--- config.mk ---
export PLATFORM = sky130hd
export DESIGN_NAME = audio_path_top
export DESIGN_NICKNAME = d
export VERILOG_FILES = /design/src/audio_pkg.sv /design/src/sample_stabilizer.sv /design/src/source_mixer.sv /design/src/dynamics_compressor.sv /design/src/master_output.sv /design/src/audio_path_top.sv
export VERILOG_INCLUDE_DIRS = /design/src
export SDC_FILE = /design/constraint.sdc
export NUM_CORES = 1
export LEC_CHECK = 0
export ABC_AREA = 0
export BUFFER_PORTS_ARGS = -buffer_cell sky130_fd_sc_hd__buf_4
export CAP_MARGIN = 10
export CORE_UTILIZATION = 55
export DETAILED_ROUTE_END_ITERATION = 16
export GPL_ROUTABILITY_DRIVEN = 0
export GPL_TIMING_DRIVEN = 0
export HOLD_SLACK_MARGIN = 0.1
export PLACE_DENSITY_LB_ADDON = 0.08
export SYNTH_ARGS = -nofsm -noshare
export SYNTH_HDL_FRONTEND = slang
export SYNTH_SLANG_ARGS = --single-unit
--- constraint.sdc ---
create_clock -name clk_sys -period 3.8 [get_ports clk_sys]
set_input_delay 0.76 -clock clk_sys [delete_from_list [all_inputs] [get_ports clk_sys]]
set_output_delay 0.76 -clock clk_sys [all_outputs]
set_load 0.02 [all_outputs]
--- src/audio_consts.svh ---
// Audio path constants: sample and sum widths, volume code width, speaker base, compressor curves
`ifndef AUDIO_CONSTS_SVH
`define AUDIO_CONSTS_SVH

//////////////////////////////
// Widths
//////////////////////////////

`define AUDIO_W 16
`define SUM_W 17
`define VOL_W 5

// Speaker tone sits at bit 11 before boost
`define SPK_BASE_SHIFT 11

//////////////////////////////
// Compressor curves
//////////////////////////////

// Curve 1, gain 2 below knee, slope 1/4 above
`define COMP_X1 14043
`define COMP_A1 2
`define COMP_F1 4
`define COMP_B1 28086

// Curve 2, gain 4 below knee, slope 1/8 above
`define COMP_X2 7399
`define COMP_A2 4
`define COMP_F2 8
`define COMP_B2 29596

`endif

--- src/audio_pkg.sv ---
// Audio types: stereo sample, mixer settings, wide mix sum, and the volume shift function
`default_nettype none
`include "audio_consts.svh"

package audio_pkg;

	typedef struct packed {
		logic signed [`AUDIO_W-1:0] l;
		logic signed [`AUDIO_W-1:0] r;
	} stereo_t;

	// Sum before clamping, one guard bit
	typedef struct packed {
		logic signed [`SUM_W-1:0] l;
		logic signed [`SUM_W-1:0] r;
	} mix_sum_t;

	typedef struct packed {
		logic [`VOL_W-1:0] vol_midi_l;
		logic [`VOL_W-1:0] vol_midi_r;
		logic [`VOL_W-1:0] vol_line_l;
		logic [`VOL_W-1:0] vol_line_r;
		logic [`VOL_W-1:0] master_l;
		logic [`VOL_W-1:0] master_r;
		logic              midi_src_line;
		logic              line_en;
		logic              cd_en;
		logic [1:0]        spk_vol;
		logic [1:0]        spk_boost;
		// 0 off, 1 curve 1, 2 or 3 curve 2
		logic [1:0]        boost;
	} mix_cfg_t;

	// Zero code mutes, otherwise 6 dB per step of the upper four bits
	function automatic logic signed [`AUDIO_W-1:0] vol_scale(
		input logic signed [`AUDIO_W-1:0] sample,
		input logic [`VOL_W-1:0]          code
	);
		if (code == '0) begin
			return '0;
		end
		return sample >>> (`AUDIO_W - 1 - code[`VOL_W-1:1]);
	endfunction

endpackage

`default_nettype wire

--- src/sample_stabilizer.sv ---
// Two-register synchronizer that forwards a payload only once it holds steady
`timescale 1ns/100ps
`default_nettype none

module sample_stabilizer #(
	parameter type payload_t = logic
) (
	input  logic     clk_sys,
	input  logic     reset,
	input  payload_t din,
	output payload_t dout
);

	payload_t stage_a;
	payload_t stage_b;

	// A value caught mid-change shows up as a mismatch and is not passed
	always_ff @(posedge clk_sys) begin
		if (reset) begin
			stage_a <= '0;
			stage_b <= '0;
			dout    <= '0;
		end else begin
			stage_a <= din;
			stage_b <= stage_a;
			if (stage_a == stage_b) begin
				dout <= stage_b;
			end
		end
	end

endmodule

`default_nettype wire

--- src/source_mixer.sv ---
// Source mixer: MIDI volume, speaker level, five-way sum and 16-bit clamp
`timescale 1ns/100ps
`default_nettype none
`include "audio_consts.svh"

module source_mixer (
	input  logic                 clk_sys,
	input  logic                 reset,
	input  audio_pkg::stereo_t   sb,
	input  audio_pkg::stereo_t   opl,
	input  audio_pkg::stereo_t   midi,
	input  audio_pkg::stereo_t   cdda,
	input  logic                 speaker,
	input  audio_pkg::mix_cfg_t  cfg,
	output audio_pkg::stereo_t   mix_out
);

	localparam int SW = `SUM_W;

	logic [`VOL_W-1:0]    midi_vol_l;
	logic [`VOL_W-1:0]    midi_vol_r;
	logic [SW-1:0]        spk_full;
	logic signed [SW-1:0] spk_level;

	audio_pkg::stereo_t   midi_q;
	audio_pkg::stereo_t   opl_q;
	audio_pkg::stereo_t   sb_q;
	audio_pkg::stereo_t   cdda_q;
	logic signed [SW-1:0] spk_q;
	audio_pkg::mix_sum_t  sum_q;

	// Saturate to the nearest 16-bit limit when the guard bit disagrees
	function automatic logic signed [`AUDIO_W-1:0] clamp16(input logic signed [SW-1:0] s);
		if (s[SW-1] != s[SW-2]) begin
			return {s[SW-1], {(`AUDIO_W-1){~s[SW-1]}}};
		end
		return s[`AUDIO_W-1:0];
	endfunction

	//////////////////////////////
	// Volume and speaker level
	//////////////////////////////

	// Line-in volume takes over when MIDI is routed through line
	always_comb begin
		if (!cfg.midi_src_line) begin
			midi_vol_l = cfg.vol_midi_l;
			midi_vol_r = cfg.vol_midi_r;
		end else if (cfg.line_en) begin
			midi_vol_l = cfg.vol_line_l;
			midi_vol_r = cfg.vol_line_r;
		end else begin
			midi_vol_l = '0;
			midi_vol_r = '0;
		end
	end

	// Speaker is a single bit, always positive after placement
	always_comb begin
		spk_full = '0;
		spk_full[`SPK_BASE_SHIFT + cfg.spk_boost] = speaker;
		spk_level = signed'(spk_full >> (2'd3 - cfg.spk_vol));
	end

	//////////////////////////////
	// Three registered steps
	//////////////////////////////

	always_ff @(posedge clk_sys) begin
		if (reset) begin
			midi_q  <= '0;
			opl_q   <= '0;
			sb_q    <= '0;
			cdda_q  <= '0;
			spk_q   <= '0;
			sum_q   <= '0;
			mix_out <= '0;
		end else begin
			// Step 1
			midi_q.l <= audio_pkg::vol_scale(midi.l, midi_vol_l);
			midi_q.r <= audio_pkg::vol_scale(midi.r, midi_vol_r);
			opl_q    <= opl;
			sb_q     <= sb;
			cdda_q   <= cfg.cd_en ? cdda : '0;
			spk_q    <= spk_level;

			// Step 2, everything sign-extended to the sum width
			sum_q.l <= SW'(opl_q.l) + SW'(sb_q.l) + spk_q + SW'(midi_q.l) + SW'(cdda_q.l);
			sum_q.r <= SW'(opl_q.r) + SW'(sb_q.r) + spk_q + SW'(midi_q.r) + SW'(cdda_q.r);

			// Step 3
			mix_out.l <= clamp16(sum_q.l);
			mix_out.r <= clamp16(sum_q.r);
		end
	end

endmodule

`default_nettype wire

--- src/dynamics_compressor.sv ---
// Single-channel soft compressor, four pipeline steps, two selectable curves
`timescale 1ns/100ps
`default_nettype none
`include "audio_consts.svh"

module dynamics_compressor (
	input  logic                       clk_sys,
	input  logic                       reset,
	input  logic                       curve_sel,
	input  logic signed [`AUDIO_W-1:0] din,
	output logic signed [`AUDIO_W-1:0] dout
);

	logic [`AUDIO_W-1:0] mag_q;
	logic [`AUDIO_W-1:0] c1_q;
	logic [`AUDIO_W-1:0] c2_q;
	logic [`AUDIO_W-1:0] sel_q;
	logic                sign_q;
	logic                sign2_q;
	logic                sign3_q;

	// Linear gain below the knee, shallow slope plus offset above it
	function automatic logic [`AUDIO_W-1:0] curve(
		input logic [`AUDIO_W-1:0] mag,
		input int unsigned         x,
		input int unsigned         a,
		input int unsigned         f,
		input int unsigned         b
	);
		if (mag < x) begin
			return `AUDIO_W'(mag * a);
		end
		return `AUDIO_W'((mag - x) / f + b);
	endfunction

	always_ff @(posedge clk_sys) begin
		if (reset) begin
			mag_q   <= '0;
			sign_q  <= 1'b0;
			c1_q    <= '0;
			c2_q    <= '0;
			sign2_q <= 1'b0;
			sel_q   <= '0;
			sign3_q <= 1'b0;
			dout    <= '0;
		end else begin
			// Magnitude wraps, so -32768 stays 0x8000
			mag_q  <= din[`AUDIO_W-1] ? -din : din;
			sign_q <= din[`AUDIO_W-1];

			c1_q    <= curve(mag_q, `COMP_X1, `COMP_A1, `COMP_F1, `COMP_B1);
			c2_q    <= curve(mag_q, `COMP_X2, `COMP_A2, `COMP_F2, `COMP_B2);
			sign2_q <= sign_q;

			sel_q   <= curve_sel ? c2_q : c1_q;
			sign3_q <= sign2_q;

			dout <= sign3_q ? -sel_q : sel_q;
		end
	end

endmodule

`default_nettype wire

--- src/master_output.sv ---
// Master output: boost compressors per channel, bypass delay, master volume
`timescale 1ns/100ps
`default_nettype none
`include "audio_consts.svh"

module master_output (
	input  logic                clk_sys,
	input  logic                reset,
	input  audio_pkg::stereo_t  mix_in,
	input  audio_pkg::mix_cfg_t cfg,
	output audio_pkg::stereo_t  audio_out
);

	// Matches the compressor pipeline depth
	localparam int COMP_LAT = 4;

	logic signed [`AUDIO_W-1:0] comp_l;
	logic signed [`AUDIO_W-1:0] comp_r;
	audio_pkg::stereo_t         raw_dly [COMP_LAT];
	audio_pkg::stereo_t         pick;

	dynamics_compressor comp_left (
		.clk_sys   (clk_sys),
		.reset     (reset),
		.curve_sel (cfg.boost[1]),
		.din       (mix_in.l),
		.dout      (comp_l)
	);

	dynamics_compressor comp_right (
		.clk_sys   (clk_sys),
		.reset     (reset),
		.curve_sel (cfg.boost[1]),
		.din       (mix_in.r),
		.dout      (comp_r)
	);

	// Uncompressed copy kept in step with the compressor
	always_ff @(posedge clk_sys) begin
		if (reset) begin
			for (int i = 0; i < COMP_LAT; i++) begin
				raw_dly[i] <= '0;
			end
		end else begin
			raw_dly[0] <= mix_in;
			for (int i = 1; i < COMP_LAT; i++) begin
				raw_dly[i] <= raw_dly[i-1];
			end
		end
	end

	always_comb begin
		if (cfg.boost != 2'd0) begin
			pick.l = comp_l;
			pick.r = comp_r;
		end else begin
			pick = raw_dly[COMP_LAT-1];
		end
	end

	always_ff @(posedge clk_sys) begin
		if (reset) begin
			audio_out <= '0;
		end else begin
			audio_out.l <= audio_pkg::vol_scale(pick.l, cfg.master_l);
			audio_out.r <= audio_pkg::vol_scale(pick.r, cfg.master_r);
		end
	end

endmodule

`default_nettype wire

--- src/audio_path_top.sv ---
// Audio path top: input stabilizers, source mixer and master output stage
`timescale 1ns/100ps
`default_nettype none

module audio_path_top (
	input  logic                clk_sys,
	input  logic                reset,
	input  audio_pkg::stereo_t  sb_in,
	input  audio_pkg::stereo_t  opl_in,
	input  audio_pkg::stereo_t  midi_in,
	input  audio_pkg::stereo_t  cdda_in,
	input  logic                speaker,
	input  audio_pkg::mix_cfg_t cfg,
	output audio_pkg::stereo_t  audio_out
);

	audio_pkg::stereo_t  sb_stable;
	audio_pkg::mix_cfg_t cfg_stable;
	audio_pkg::stereo_t  mix;

	// Sound card samples come from a foreign domain
	sample_stabilizer #(.payload_t(audio_pkg::stereo_t)) sb_sync (
		.clk_sys (clk_sys),
		.reset   (reset),
		.din     (sb_in),
		.dout    (sb_stable)
	);

	sample_stabilizer #(.payload_t(audio_pkg::mix_cfg_t)) cfg_sync (
		.clk_sys (clk_sys),
		.reset   (reset),
		.din     (cfg),
		.dout    (cfg_stable)
	);

	source_mixer mixer (
		.clk_sys (clk_sys),
		.reset   (reset),
		.sb      (sb_stable),
		.opl     (opl_in),
		.midi    (midi_in),
		.cdda    (cdda_in),
		.speaker (speaker),
		.cfg     (cfg_stable),
		.mix_out (mix)
	);

	master_output master (
		.clk_sys   (clk_sys),
		.reset     (reset),
		.mix_in    (mix),
		.cfg       (cfg_stable),
		.audio_out (audio_out)
	);

endmodule

`default_nettype wire

==> impl_metrics.toml, run 1 <==
[power]
p_seq_frac = 0.476
peakVddDrop_uv = 411
p_switching_w = 0.00391
swShare = 0.229
clock_power_share = 0.443
p_leak_nw = 15.8
powerDensity_nw_per_um2 = 459
p_comb_frac = 0.081
p_int_w = 0.0131

[critical_path]
reg2reg_to = "mixer.sum_q[30]$_SDFF_PP0_"
crit_chain = "ha_4 -> inv_2 -> fa_1 -> fa_1 -> inv_2 -> ha_4 -> fa_2 -> a211oi_2 -> nor2_2 -> o41a_1 -> o31a_1 -> o41ai_2 -> mux2_1"
critPathRequiredTime_ns = 4.29
ff2ff_setup_slack_ns = -0.06
cp-start-kind = "flip-flop"
reg2reg_from = "mixer.sb_q[17]$_SDFF_PP0_"
path_class = "flip-flop to flip-flop"
worstPathMaxFanout = 2
end_kind = "flip-flop"
critPathMaxStageDelay_ns = 0.52
reg2regPathDepth = 13
critical_path_arrival_ns = 4.34
slowest_stage = "fa_1"

[routing]
post-route-drc-count = 0
wl_per_cell_um = 18.4
detail_route.iter0.violations = 1477
vias_per_cell = 5.36
wirelength_um = 78400
antenna_left = 0
firstDrtPassIters = 6
num_vias = 22900

[sta]
setup_tns_ns = -0.0566
max_freq_mhz = 259
max_slew.worst_pin.slew_ns = 1.41
drv_slew = 0
slew_headroom = 0.0599
min_period_ns = 3.86
hold_viol_final = 0
fin_crit_sh = 1.01
setup_viol = 1
fin_skew_ns = 0.0162
setup_slack_ns = -0.0566
rsz0062_at_grt = "true"

[yosys]
synth-seq-area-share = 0.465
synth_top_family_by_area = "simple AND/OR/NAND/NOR gates"
yosys-top-cells-area = "dfxtp_1 (46%), mux2i_1 (7.9%), nor2b_1 (6.9%)"
synth_commonest_cells = "dfxtp_1 (736), nor2b_1 (350), nor2_1 (296)"
yosysTopAreaCell = "dfxtp_1"
synthAdderAreaFrac = 0.0780
synth_compound_area_frac = 0.0807
synthesis.area_sq_um = 31700
async_reset_ff_frac = 0
synth_area_per_cell_sq_um = 10.0
ys_types = 91
synth-xor-area-share = 0.0525
synthDominantCellAreaShare = 0.465
synth_mux_area_frac = 0.106
synth_warnings = 0
synthesis.nets = 3481
netlist_instances = 3165
synth_simple_gate_area_share = 0.170
synth_top_flop_cell = "dfxtp_1"
synth_edf_count = 0
synth_most_common_cell = "dfxtp_1"
ys_ff_latch = 736

[floorplanning]
dieArea_sq_um = 58600
core_sq_um = 56700
die_x_um = 242
pin_count = 202
dieHeight_um = 242
initial_core_util = 0.559
num_rows = 87

[hold_path]
min_to = "mixer.cdda_q[10]$_SDFF_PP0_"
hp-class = "input port to flip-flop"
whs_path_depth = 2
hold_path_startpoint = "cdda_in[10]"

[clock_network]
clkLatencyLatePin_ns = 0.60
clk_pin_slew_ns = 0.06
cts_tree = "yes"
h-tree-depth = 3
cts_buffers = 74
clock-sinks = 736
cts_root_buffer = "clkbuf_16"
cts_buffer_depth = 3
ctsHoldBuffers = 0

[grt]
antenna_found_initial = 7
grt_pass1_wl_um = 123000
grt_max_degree = 17
grt_pass1_vias = 22900
overflow = 0
grt_use_total = 0.266

[job]
timing.max_cap.violations = 0

[finish]
multi_input_area_sq_um = 15700
final_cell_area_sq_um = 37100
drive_above_1_share = 0.148
nFillCells = 4476
seqCellArea_sq_um = 14800
syn2layout_area_growth_pct = 17.1
finalNetCount = 3769

[run_status]
status = "finished, violations left"
violations = "setup timing"

[placed_design]
port_buffers = 200
dpl_cell_area_sq_um = 34200
dp_hpwl_um = 60000
## timing repair
action	CTS	global route
endpoints found under the setup margin	11	11
gates resized for setup	36	30
cloned	0	0
setup buffers	8	4
pin swaps	14	24
## worst max-delay path by stage
stage / start / to / slack (ns) / cells after the start
after global placement: reset / master.raw_dly[0][1]$_SDFF_PP0_ / -0.52 / 6
after floorplan: mixer.spk_q[6]$_SDFF_PP0_ / mixer.sum_q[32]$_SDFF_PP0_ / 0.02 / 14
after CTS: mixer.sb_q[17]$_SDFF_PP0_ / mixer.sum_q[30]$_SDFF_PP0_ / -0.15 / 13
final: mixer.sb_q[17]$_SDFF_PP0_ / mixer.sum_q[30]$_SDFF_PP0_ / -0.06 / 13
after detailed placement: reset / master.raw_dly[0][1]$_SDFF_PP0_ / -0.51 / 6
after global routing: mixer.sb_q[17]$_SDFF_PP0_ / mixer.sum_q[30]$_SDFF_PP0_ / -0.14 / 13
## flip-flops by register name (all words and copies together), names as in the netlist, 32 cells and up
| register | cells |
|---|---|
| cfg_sync.dout | 39 |
| cfg_sync.stage_a | 39 |
| cfg_sync.stage_b | 39 |
| master.audio_out | 32 |
| master.raw_dly | 124 |
| mixer.cdda_q | 32 |
| mixer.midi_q | 32 |
| mixer.mix_out | 32 |
| mixer.opl_q | 32 |
| mixer.sb_q | 32 |
| mixer.sum_q | 34 |
| sb_sync.dout | 32 |
| sb_sync.stage_a | 32 |
| sb_sync.stage_b | 32 |
## per-layer routing
layer | share of wire | vias up | track usage
li1 | - | 11100 | -
met1 | 0.42 | 10900 | 0.326
met2 | 0.49 | 769 | 0.461
met3 | 0.055 | 166 | 0.0425
met4 | 0.040 | 8 | 0.116
met5 | 0.00069 | - | 0
## placed cells by master (no fill, tap or decap), types with 24 or more instances in the layout
| master | instances |
|---|---|
| clkbuf_16 | 79 |
| nand3_1 | 35 |
| mux2i_1 | 249 |
| buf_4 | 216 |
| mux4_2 | 26 |
| ha_1 | 49 |
| buf_1 | 26 |
| a211oi_1 | 25 |
| nor2b_1 | 350 |
| dfxtp_1 | 726 |
| nor2_1 | 295 |
| a21oi_1 | 107 |
| o21ai_0 | 58 |
| nand2_1 | 132 |
| nor3_1 | 25 |
| and2_1 | 46 |
| clkbuf_1 | 114 |
| xnor2_1 | 109 |
| buf_2 | 35 |
| fa_1 | 84 |
| nand4_1 | 24 |
| inv_1 | 207 |
| xor2_1 | 81 |
## worst max-delay path: cells and delay by family, from the launching register on
family / cells / cell delay, ns
buffers and inverters: 2 / 0.08
adders and majority gates: 5 / 1.74
and+or+nand+nor: 1 / 0.07
DFF: 1 / 0.33
muxes: 1 / 0.36
AOI/OAI and AO/OA: 4 / 1.14
## power groups by stage
stage	combinational [W]	clock (W)	sequential [W]
2_1_floorplan	0.000901	0	0.00823
5_1_grt	0.00151	0.00802	0.00813
6_report	0.00138	0.00755	0.00811
3_5_place_dp	0.00134	0	0.00828
4_1_cts	0.00136	0.00768	0.00811
3_3_place_gp	0.00131	0	0.00827
## cells by family after synthesis
kind of cell    count (synthesis)
simple gates                 1020
flops                         736
buf+inv                       391
compound gates                383
mux                           299
xor+xnor                      190
fa+ha+maj                     146
## cell type report
| cell class | count | area share |
|---|---|---|
| flip-flops and latches | 736 | 0.397 |
| multi-input cells | 2038 | 0.422 |
| well taps | 756 | 0.0255 |
| clock buffers | 110 | 0.0615 |
| clock inverters | 26 | 0.00826 |
| diodes | 2 | 0.000135 |
| inverters | 220 | 0.0224 |
| repair buffers | 212 | 0.0431 |
| plain buffers | 171 | 0.0195 |
## stage by stage
step / power (W) / hold WS, ns / util / setup WS, ns / instances
6_report: 0.0170 / 0.356 / 0.655 / -0.0566 / 4271
4_1_cts: 0.0171 / 0.329 / 0.652 / -0.151 / 4265
3_5_place_dp: 0.00962 / 0.423 / 0.602 / -0.506 / 4121
5_1_grt: 0.0177 / 0.351 / 0.655 / -0.140 / 4269
3_3_place_gp: 0.00959 / 0.421 / 0.602 / -0.516 / 4121
2_1_floorplan: 0.00913 / 0.414 / - / 0.0191 / 3165
(Power assumes the default switching activity.)
==> run 2: changes to the inputs <==
CORE_UTILIZATION = 57   (was 55)
CTS_BUF_LIST = sky130_fd_sc_hd__clkbuf_2   (was unset)
MAX_ROUTING_LAYER = met4   (was unset)
PLACE_DENSITY = 0.79   (was unset)
PLACE_DENSITY_LB_ADDON = unset   (was 0.08)
==> impl_metrics.toml, run 2 (same netlist as run 1, synthesis figures left out) <==
[clock_network]
cts_root_buffer = "clkbuf_2"
clk_pin_slew_ns = 0.11
cts_tree = "yes"
h-tree-depth = 4
cts_buffer_depth = 3
cts_buffers = 174
clkLatencyLatePin_ns = 1.46
clock-sinks = 736

[sta]
drv_slew = 0
fin_crit_sh = 1.03
setup_slack_ns = -0.111
hold_viol_final = 0
max_freq_mhz = 256
slew_headroom = 0.0941
setup_viol = 4
max_slew.worst_pin.slew_ns = 1.36
rsz0062_at_grt = "true"
fin_skew_ns = 0.122
min_period_ns = 3.91

[critical_path]
path_class = "flip-flop to flip-flop"
critical_path_arrival_ns = 5.13
crit_chain = "ha_4 -> inv_2 -> fa_1 -> fa_1 -> inv_2 -> ha_4 -> fa_2 -> a211oi_2 -> nor2_2 -> o41a_1 -> o31a_1 -> buf_6 -> o31ai_4 -> mux2_4"
end_kind = "flip-flop"
worstPathMaxFanout = 2
critPathMaxStageDelay_ns = 0.51
cp-start-kind = "flip-flop"
slowest_stage = "fa_1"
critPathRequiredTime_ns = 5.02

[run_status]
violations = "setup timing"
status = "finished, violations left"

[finish]
nFillCells = 3769
syn2layout_area_growth_pct = 25.2
largest_reg_flops = 124
regMostFlops = "master.raw_dly"
fin_cells = 4797
drive_above_1_share = 0.168
finalNetCount = 4211
final_cell_mix = "dfxtp_1 (724), nor2b_1 (350), dlygate4sd3_1 (340)"
layout_commonest_cell = "dfxtp_1"

[job]
timing.max_cap.violations = 0

[routing]
firstDrtPassIters = 6
wl_per_cell_um = 18.9
vias_per_cell = 5.29
detail_route.iter0.violations = 2345
post-route-drc-count = 0
wirelength_um = 90900
antenna_left = 0
num_vias = 25400

[floorplanning]
dieHeight_um = 238
die_x_um = 238
pin_count = 202
initial_core_util = 0.577
core_sq_um = 55000
num_rows = 86
dieArea_sq_um = 56600

[power]
peakVddDrop_uv = 366
p_total_w = 0.0150
powerDensity_nw_per_um2 = 378
p_leak_nw = 17.3

[grt]
grt_pass1_wl_um = 139000
antenna_found_initial = 15
grt_use_total = 0.330
overflow = 0
grt_max_degree = 17
grt_pass1_vias = 26000

[placed_design]
dp_hpwl_um = 57500
port_buffers = 200
dp.cells = 4113

[hold_path]
hp-class = "input port to flip-flop"
## run 2: critical path, delay by kind of cell (launching register included)
family,cells,cell delay [ns]
compound gates,4,1.10
fa+ha+maj,5,1.74
buf+inv,3,0.22
flops,1,0.35
mux,1,0.32
simple gates,1,0.06
## run 2: stage by stage
step / setup slack [ns] / utilization / hold WS, ns / instance area [sq um] / setup TNS [ns]
finish: -0.111 / 0.722 / 0.259 / 39700 / -0.367
CTS: -0.207 / 0.717 / 0.116 / 39400 / -0.518
global route: -0.230 / 0.722 / 0.196 / 39700 / -1.07
global placement: -0.468 / 0.621 / 0.421 / 34200 / -4.68
floorplan: 0.0191 / - / 0.414 / 31700 / 0
detailed placement: -0.422 / 0.621 / 0.420 / 34200 / -4.83
## run 2: final timing paths
check	startpoint	end	slack, ns	cells after the start
setup / recovery	mixer.cdda_q[17]$_SDFF_PP0_	mixer.sum_q[32]$_SDFF_PP0_	-0.11	14
hold / removal	opl_in[16]	mixer.opl_q[16]$_SDFF_PP0_	0.26	3
setup reg to reg	mixer.cdda_q[17]$_SDFF_PP0_	mixer.sum_q[32]$_SDFF_PP0_	-0.11	14
hold reg to reg	master.raw_dly[0][7]$_SDFF_PP0_	master.raw_dly[1][7]$_SDFF_PP0_	0.38	1
## run 2: metal layers
metal	track usage	wire length, um
met3	0.0787	6190
met1	0.361	35400
met4	0.186	5100
met2	0.550	44200
met5	-	0
## run 2: final cells by class
type	instances	area, sq um	area share
Antenna cell	18	45.0	0.00114
Buffer	171	736	0.0185
Clock buffer	238	1190	0.0300
Clock inverter	74	404	0.0102
Inverter	220	831	0.0209
Multi-Input combinational cell	2038	15800	0.397
Sequential cell	736	14800	0.372
Tap cell	748	936	0.0236
Timing Repair Buffer	554	5020	0.127
## run 2: report_power, final
part           internal [W]  leakage (nW)  total, W  switching [W]
clock               0.00190          1.19   0.00520        0.00330
sequential          0.00795          6.00   0.00811       0.000160
combinational      0.000813          10.1   0.00170       0.000886
## run 2: timing repair
item                       CTS  global route
hold endpoints to repair   189             0
buffers inserted             8             6
resized for setup           46            43
pin swaps                   18            28
hold buffers               340             0
setup endpoints to repair   11            15
